[config.mk]
export PLATFORM = sky130hd
export DESIGN_NAME = bus_mapper_top
export DESIGN_NICKNAME = d
export VERILOG_FILES = /design/src/hdl/mapper_pkg.sv /design/src/hdl/region_cfg_if.sv /design/src/hdl/mapper_regs.sv /design/src/hdl/region_match.sv /design/src/hdl/region_arbiter.sv /design/src/hdl/vblank_irq.sv /design/src/hdl/bus_mapper_top.sv
export SDC_FILE = /design/constraint.sdc
export NUM_CORES = 1
export LEC_CHECK = 0
export ABC_AREA = 1
export BUFFER_PORTS_ARGS = -buffer_cell sky130_fd_sc_hd__buf_2
export CORE_MARGIN = 2
export CORE_UTILIZATION = 50
export CTS_BUF_LIST = sky130_fd_sc_hd__clkbuf_4
export DETAILED_ROUTE_END_ITERATION = 16
export PLACE_DENSITY_LB_ADDON = 0.15
export SLEW_MARGIN = 20
export SYNTH_ARGS = -nofsm -noshare
export SYNTH_HDL_FRONTEND = slang
export SYNTH_SLANG_ARGS = --single-unit
export TNS_END_PERCENT = 100
[constraint.sdc]
create_clock -name clk -period 8.1 [get_ports clk]
set_clock_uncertainty 0.1 [all_clocks]
set_input_delay 1.62 -clock clk [delete_from_list [all_inputs] [get_ports clk]]
set_output_delay 1.62 -clock clk [all_outputs]
set_load 0.01 [all_outputs]
[src/hdl/mapper_pkg.sv]
// shared register map, region count and field positions for the bus mapper and its testbench
`default_nettype none

package mapper_pkg;

    // region table
    localparam int NUM_REGIONS = 8;

    // register file geometry, index is addr[5:1]
    localparam int REG_ADDR_W = 5;
    localparam int REG_COUNT  = 32;

    // register indices
    localparam logic [REG_ADDR_W-1:0] REG_CTRL        = 5'd2;   // cpu reset / halt
    localparam logic [REG_ADDR_W-1:0] REG_SND         = 5'd3;   // latch toward sound cpu
    localparam logic [REG_ADDR_W-1:0] REG_IRQ         = 5'd4;   // interrupt level
    localparam logic [REG_ADDR_W-1:0] REG_DATA_HI     = 5'd13;  // readback word, high byte
    localparam logic [REG_ADDR_W-1:0] REG_DATA_LO     = 5'd14;  // readback word, low byte
    localparam logic [REG_ADDR_W-1:0] REG_REGION_BASE = 5'd16;  // ctrl at 16+2r, base at 16+2r+1

    // bits inside the control register
    localparam int CTRL_RST_BIT  = 0;
    localparam int CTRL_HALT_BIT = 1;

    // 2-bit fields inside a region control byte
    localparam int SIZE_LSB = 0;  // 64k/128k/512k/2048k
    localparam int WAIT_LSB = 2;  // extra dtack cycles

    // interrupt priority level codes on the active-low IPL lines
    localparam logic [2:0] IPL_IDLE = 3'b111;  // no request
    localparam logic [2:0] IPL_VBL  = 3'b011;  // level 4, vertical blank

endpackage

`default_nettype wire

[src/hdl/region_cfg_if.sv]
// per-region base, size and wait codes, driven by the register block and read by matchers and arbiter
`timescale 1ns/1ps
`default_nettype none

interface region_cfg_if;

    logic [7:0] base      [mapper_pkg::NUM_REGIONS];  // upper address byte of each region
    logic [1:0] size      [mapper_pkg::NUM_REGIONS];  // size code, 0 = 64 kB
    logic [1:0] wait_code [mapper_pkg::NUM_REGIONS];  // dtack stretch code

    // register block owns the whole table
    modport regs (
        output base,
        output size,
        output wait_code
    );

    // address comparison only needs base and size
    modport match (
        input base,
        input size
    );

    // arbiter picks the wait code of the winner
    modport arb (
        input wait_code
    );

endinterface

`default_nettype wire

[src/hdl/mapper_regs.sv]
// CPU-programmed register file of the mapper, drives region table, reset/halt, sound latch, readback
`timescale 1ns/1ps
`default_nettype none

module mapper_regs (
    input  logic        clk,
    input  logic        rst,
    input  logic [5:1]  addr,
    input  logic [15:0] cpu_dout,
    input  logic [1:0]  cpu_dsn,
    input  logic        cpu_asn,
    input  logic        cpu_rnw,
    input  logic        none,
    input  logic        sndmap_rd,
    output logic        cpu_rst,
    output logic        cpu_haltn,
    output logic [7:0]  sndmap_dout,
    output logic        sndmap_pbf,
    output logic [15:0] mapper_dout,
    region_cfg_if.regs  cfg
);

    logic [7:0] mmr [mapper_pkg::REG_COUNT];
    logic       wren;
    logic       wren_l;
    logic       wredge;
    logic       rst_aux;

    // registers only answer where no region decodes
    assign wren   = ~cpu_asn & ~cpu_dsn[0] & ~cpu_rnw & none;
    assign wredge = wren & ~wren_l;  // one write per bus cycle

    always_ff @(posedge clk) begin
        if (rst) begin
            wren_l <= 1'b0;
        end else begin
            wren_l <= wren;
        end
    end

    // byte writes from the low data lane
    always_ff @(posedge clk) begin
        if (rst) begin
            for (int i = 0; i < mapper_pkg::REG_COUNT; i++) begin
                mmr[i] <= 8'd0;
            end
            mmr[mapper_pkg::REG_IRQ] <= {5'd0, mapper_pkg::IPL_IDLE};
        end else if (wredge) begin
            mmr[addr] <= cpu_dout[7:0];
        end
    end

    // buffer-full flag toward the sound cpu, a read from that side wins
    always_ff @(posedge clk) begin
        if (rst) begin
            sndmap_pbf <= 1'b0;
        end else begin
            if (wredge && addr == mapper_pkg::REG_SND) begin
                sndmap_pbf <= 1'b1;
            end
            if (sndmap_rd) begin
                sndmap_pbf <= 1'b0;
            end
        end
    end

    // two-stage cpu reset, rst itself holds both stages high
    always_ff @(posedge clk) begin
        rst_aux <= mmr[mapper_pkg::REG_CTRL][mapper_pkg::CTRL_RST_BIT] | rst;
        cpu_rst <= rst_aux;
    end

    assign cpu_haltn   = ~mmr[mapper_pkg::REG_CTRL][mapper_pkg::CTRL_HALT_BIT];
    assign sndmap_dout = mmr[mapper_pkg::REG_SND];
    assign mapper_dout = {mmr[mapper_pkg::REG_DATA_HI], mmr[mapper_pkg::REG_DATA_LO]};

    // region table: control byte then base byte per region
    always_comb begin
        for (int r = 0; r < mapper_pkg::NUM_REGIONS; r++) begin
            cfg.size[r]      = mmr[mapper_pkg::REG_REGION_BASE + 2*r][mapper_pkg::SIZE_LSB +: 2];
            cfg.wait_code[r] = mmr[mapper_pkg::REG_REGION_BASE + 2*r][mapper_pkg::WAIT_LSB +: 2];
            cfg.base[r]      = mmr[mapper_pkg::REG_REGION_BASE + 2*r + 1];
        end
    end

endmodule

`default_nettype wire

[src/hdl/region_match.sv]
// address comparator for one mapped region, size code picks how many upper bits take part
`timescale 1ns/1ps
`default_nettype none

module region_match (
    input  logic [23:16] addr_hi,
    input  logic [7:0]   base,
    input  logic [1:0]   size,
    output logic         hit
);

    // larger regions ignore more of the low base bits
    always_comb begin
        case (size)
            2'd0:    hit = addr_hi[23:16] == base;       // 64 kB
            2'd1:    hit = addr_hi[23:17] == base[7:1];  // 128 kB
            2'd2:    hit = addr_hi[23:19] == base[7:3];  // 512 kB
            default: hit = addr_hi[23:21] == base[7:5];  // 2048 kB
        endcase
    end

endmodule

`default_nettype wire

[src/hdl/region_arbiter.sv]
// fixed-priority pick among region hits plus wait-state stretched DTACK for the selected region
`timescale 1ns/1ps
`default_nettype none

module region_arbiter (
    input  logic       clk,
    input  logic       rst,
    input  logic       cpu_cen,
    input  logic       cpu_asn,
    input  logic [2:0] cpu_fc,
    input  logic [7:0] hit,
    output logic [7:0] active,
    output logic       none,
    output logic       cpu_dtackn,
    region_cfg_if.arb  cfg
);

    logic [7:0] first_hit;
    logic [1:0] wait_sel;
    logic [2:0] dly;  // active-low dtack after 1, 2, 3 enabled edges

    // lowest index wins
    assign first_hit = hit & (~hit + 8'd1);

    always_comb begin
        if (&cpu_fc) begin
            active = 8'd0;  // interrupt acknowledge space
            none   = 1'b0;
        end else begin
            active = first_hit;
            none   = hit == 8'd0;
        end
    end

    // wait code of the one-hot winner, zero when nothing decodes
    always_comb begin
        wait_sel = 2'd0;
        for (int r = 0; r < mapper_pkg::NUM_REGIONS; r++) begin
            if (active[r]) begin
                wait_sel = cfg.wait_code[r];
            end
        end
    end

    always_ff @(posedge clk) begin
        if (rst) begin
            dly <= 3'b111;
        end else if (cpu_asn) begin
            dly <= 3'b111;               // idle between bus cycles
        end else if (cpu_cen) begin
            dly <= {dly[1:0], 1'b0};
        end
    end

    always_comb begin
        case (wait_sel)
            2'd3:    cpu_dtackn = dly[2];
            2'd2:    cpu_dtackn = dly[1];
            default: cpu_dtackn = dly[0];  // codes 0 and 1 share the fast path
        endcase
    end

endmodule

`default_nettype wire

[src/hdl/vblank_irq.sv]
// level-4 autovector interrupt from vertical blank, cleared by the CPU acknowledge cycle
`timescale 1ns/1ps
`default_nettype none

module vblank_irq (
    input  logic       clk,
    input  logic       rst,
    input  logic       vint,
    input  logic       cpu_asn,
    input  logic [2:0] cpu_fc,
    output logic [2:0] cpu_ipln,
    output logic       cpu_vpan
);

    logic last_vint;
    logic pending;
    logic inta;

    // function code 7 with strobe low is the acknowledge
    assign inta = ~cpu_asn & (&cpu_fc);

    always_ff @(posedge clk) begin
        if (rst) begin
            last_vint <= 1'b0;
            pending   <= 1'b0;
        end else begin
            last_vint <= vint;
            if (inta) begin
                pending <= 1'b0;
            end else if (vint && !last_vint) begin
                pending <= 1'b1;  // rising edge only
            end
        end
    end

    assign cpu_ipln = pending ? mapper_pkg::IPL_VBL : mapper_pkg::IPL_IDLE;
    assign cpu_vpan = ~inta;  // cpu takes the autovector

endmodule

`default_nettype wire

[src/hdl/bus_mapper_top.sv]
// top of the 68000 address mapper, joins registers, region matchers, arbiter and vblank interrupt
`timescale 1ns/1ps
`default_nettype none

module bus_mapper_top (
    input  logic        clk,
    input  logic        rst,
    input  logic        cpu_cen,
    input  logic        vint,
    input  logic [23:1] addr,
    input  logic [15:0] cpu_dout,
    input  logic [1:0]  cpu_dsn,
    input  logic        cpu_asn,
    input  logic        cpu_rnw,
    input  logic [2:0]  cpu_fc,
    input  logic        sndmap_rd,
    output logic        cpu_rst,
    output logic        cpu_haltn,
    output logic        cpu_dtackn,
    output logic [2:0]  cpu_ipln,
    output logic        cpu_vpan,
    output logic [7:0]  active,
    output logic        none,
    output logic [15:0] mapper_dout,
    output logic [7:0]  sndmap_dout,
    output logic        sndmap_pbf
);

    logic [7:0] hit;  // one bit per matcher

    region_cfg_if cfg ();

    mapper_regs mapper_regs_inst (
        .clk         (clk),
        .rst         (rst),
        .addr        (addr[5:1]),
        .cpu_dout    (cpu_dout),
        .cpu_dsn     (cpu_dsn),
        .cpu_asn     (cpu_asn),
        .cpu_rnw     (cpu_rnw),
        .none        (none),
        .sndmap_rd   (sndmap_rd),
        .cpu_rst     (cpu_rst),
        .cpu_haltn   (cpu_haltn),
        .sndmap_dout (sndmap_dout),
        .sndmap_pbf  (sndmap_pbf),
        .mapper_dout (mapper_dout),
        .cfg         (cfg.regs)
    );

    for (genvar g = 0; g < mapper_pkg::NUM_REGIONS; g++) begin : gen_match
        region_match region_match_inst (
            .addr_hi (addr[23:16]),
            .base    (cfg.base[g]),
            .size    (cfg.size[g]),
            .hit     (hit[g])
        );
    end

    region_arbiter region_arbiter_inst (
        .clk        (clk),
        .rst        (rst),
        .cpu_cen    (cpu_cen),
        .cpu_asn    (cpu_asn),
        .cpu_fc     (cpu_fc),
        .hit        (hit),
        .active     (active),
        .none       (none),
        .cpu_dtackn (cpu_dtackn),
        .cfg        (cfg.arb)
    );

    vblank_irq vblank_irq_inst (
        .clk      (clk),
        .rst      (rst),
        .vint     (vint),
        .cpu_asn  (cpu_asn),
        .cpu_fc   (cpu_fc),
        .cpu_ipln (cpu_ipln),
        .cpu_vpan (cpu_vpan)
    );

endmodule

`default_nettype wire

==> metrics.cfg <==
[timing]
finalSetupViolCount=0
fmax_ghz=0.185
period_needed_ps=5400
slew_violations=0
tightest_slew_ps=1140
rsz0062_at_grt=no
max_slew_margin=0.237
fin_crit_sh=0.667
final.setup.tns_ps=0
hold_violations=0

[pwr]
ir_drop_mv=0.120
p_leak_nw=3.23
p_int_mw=1.07
combinationalPowerShare=0.089
powerDensity_nw_per_um2=192
switching_share=0.234
p_sw_uw=326
clkPwrFrac=0.360
seqPwrFrac=0.551

[clocking]
post_cts_buffers=0
cts_tree=yes
clockBufferDepth=2
clk_pin_slew_ps=110
clock_sinks=131
clk_latency_ps=510
cts-root-buf=clkbuf_4
cts_inserted_buffers=17
hold_buffers=0
cts_max_level=4
cts-resized-gates=0

[logic_synthesis]
ys_seq_area_frac=0.590
synth_top_flop_cell=edfxtp_1
ys_ff_latch=131
synth_edf_count=122
yosysWarnings=0
synth-xor-area-share=0.0444
synthArstFlopShare=0
post_synth_num_cell_types=34
synthAdderAreaFrac=0
synth_top_family_by_area=simple AND/OR/NAND/NOR gates
syn_area_per_cell_sq_um=9.50
synth_area_leaders=edfxtp_1 56%, nor2_1 9.6%, nand2_1 9.2%
yosysTopAreaCell=edfxtp_1
synth_compound_area_frac=0.0111
synthSimpleGateAreaFrac=0.287
yosysTopAreaCellShare=0.562
synth_cells=686
synthMuxAreaShare=0
synth_area_sq_um=6510

[placement]
port_buffers=70
placed_area_sq_um=6940
place.gp.congestion=0.814
hpwl_um=9780

[worst_setup_path]
start_kind=input port
crit_required_ps=6380
critical_path_class=in2out
path_max_fanout=9
endpoint_kind=output pin
arrival_ps=3680

[finish]
fin_util=0.574
area_delta_synth_final_pct=11.6
drive_gt1_frac=0.194
final_common_cell=nor2_1
final_cell_mix=167 x nor2_1, 160 x nand2_1, 122 x edfxtp_1
final_nets=803
final_cell_area_sq_um=7270
antennaDiodeCount=0

[grt]
grt_pass1_wl_um=21800
overflow=0
antenna_found_initial=0
grt_max_degree=22
globalRouteTotalUtil=0.204
grt_pass1_vias=4523

[routing]
vias_per_cell=4.94
wl_per_cell_um=14.5
postRouteWirelength_um=13500
drtAntennaViolNets=0
drt_first_pass_iters=5
vias=4619
drt_iter0_drc=324
drcViolationCount=0

[run_status]
outcome=finished, final reports clean

[die]
die_area_sq_um=14000
rows=41
die_w_um=118
pin_count=92
initial_utilization=0.514
core_sq_um=12700
die_y_um=118

[job]
maxCapViolCount=0

[hold_path]
min_path_type=reg2reg

through the flow:
stage / worst slack (ps) / power, mW / cells / hold slack (ps)
floorplan: 3280 / 0.872 / 687 / 210
global placement: 2760 / 0.906 / 905 / 214
detailed placement: 2710 / 0.910 / 905 / 216
CTS: 2700 / 1.41 / 935 / 246
global route: 2430 / 1.45 / 935 / 257
finish: 2700 / 1.40 / 935 / 242
Yosys cell counts, types with 9 or more instances:
cell and n:
nand3_4 11, xnor2_1 22, xor2_1 11, dfxtp_1 9
edfxtp_1 122, nand3_1 17, nor2_2 13, nand2_1 160
nor2_1 167, clkbuf_1 12, inv_1 69, nor3_1 9
final timing paths:
path,depth (start not counted),from,endpoint,slack (ps)
max,19,addr[22],cpu_dtackn,2700
min,0,mapper_regs_inst.rst_aux,mapper_regs_inst.cpu_rst,240
max reg2reg,17,mapper_regs_inst.mmr[23][5],mapper_regs_inst.mmr[27][2],4550
min reg2reg,0,mapper_regs_inst.rst_aux,mapper_regs_inst.cpu_rst,240
power groups by stage:
| stage | clock, mW | sequential, mW | combinational, mW |
|---|---|---|---|
| final | 0.504 | 0.770 | 0.124 |
| after global routing | 0.541 | 0.773 | 0.139 |
| after CTS | 0.513 | 0.770 | 0.125 |
| after detailed placement | 0 | 0.786 | 0.124 |
| after global placement | 0 | 0.785 | 0.121 |
| after floorplan | 0 | 0.786 | 0.0857 |
metal layers:
layer  GRT usage  part of all wire
met5           0                 0
met3      0.0531             0.057
met2       0.351              0.51
met1       0.244              0.42
met4      0.0821             0.022
logic make-up (layout without fill, tap and decap cells):
group,Yosys count,after routing
DFF,131,131
other,1,2
AOI/OAI and AO/OA,13,13
buffers and inverters,102,178
and+or+nand+nor,406,406
xor gates and xnor gates,33,33
area by class of cell:
class	instances	area, sq um
fillers	1118	5400
flip-flops and latches	131	3840
multi-input cells	454	2240
repair buffers	70	350
inverters	78	293
well taps	172	215
clock inverters	12	189
clock buffers	18	135
registers in the layout, summed over array words and instances (netlist names):
signal,flops
region_arbiter_inst.dly,3
mapper_regs_inst.sndmap_pbf,1
vblank_irq_inst.last_vint,1
mapper_regs_inst.mmr,122
mapper_regs_inst.rst_aux,1
vblank_irq_inst.pending,1
mapper_regs_inst.wren_l,1
mapper_regs_inst.cpu_rst,1
worst max-delay path, stage by stage:
cell and delay, ps:
buf_2 240, inv_2 120, nand2_1 80, nand2_1 50, nor2_1 100, nand2_1 70, nor2_1 220, nand2_1 120
nand2_1 180, inv_2 60, nand2_1 80, inv_2 50, nand2_1 90, o21ai_0 90, nor2_1 160, nor2_1 70
nand3_1 70, nand3_1 60, buf_2 140
Power figures use the tool's default switching activity.
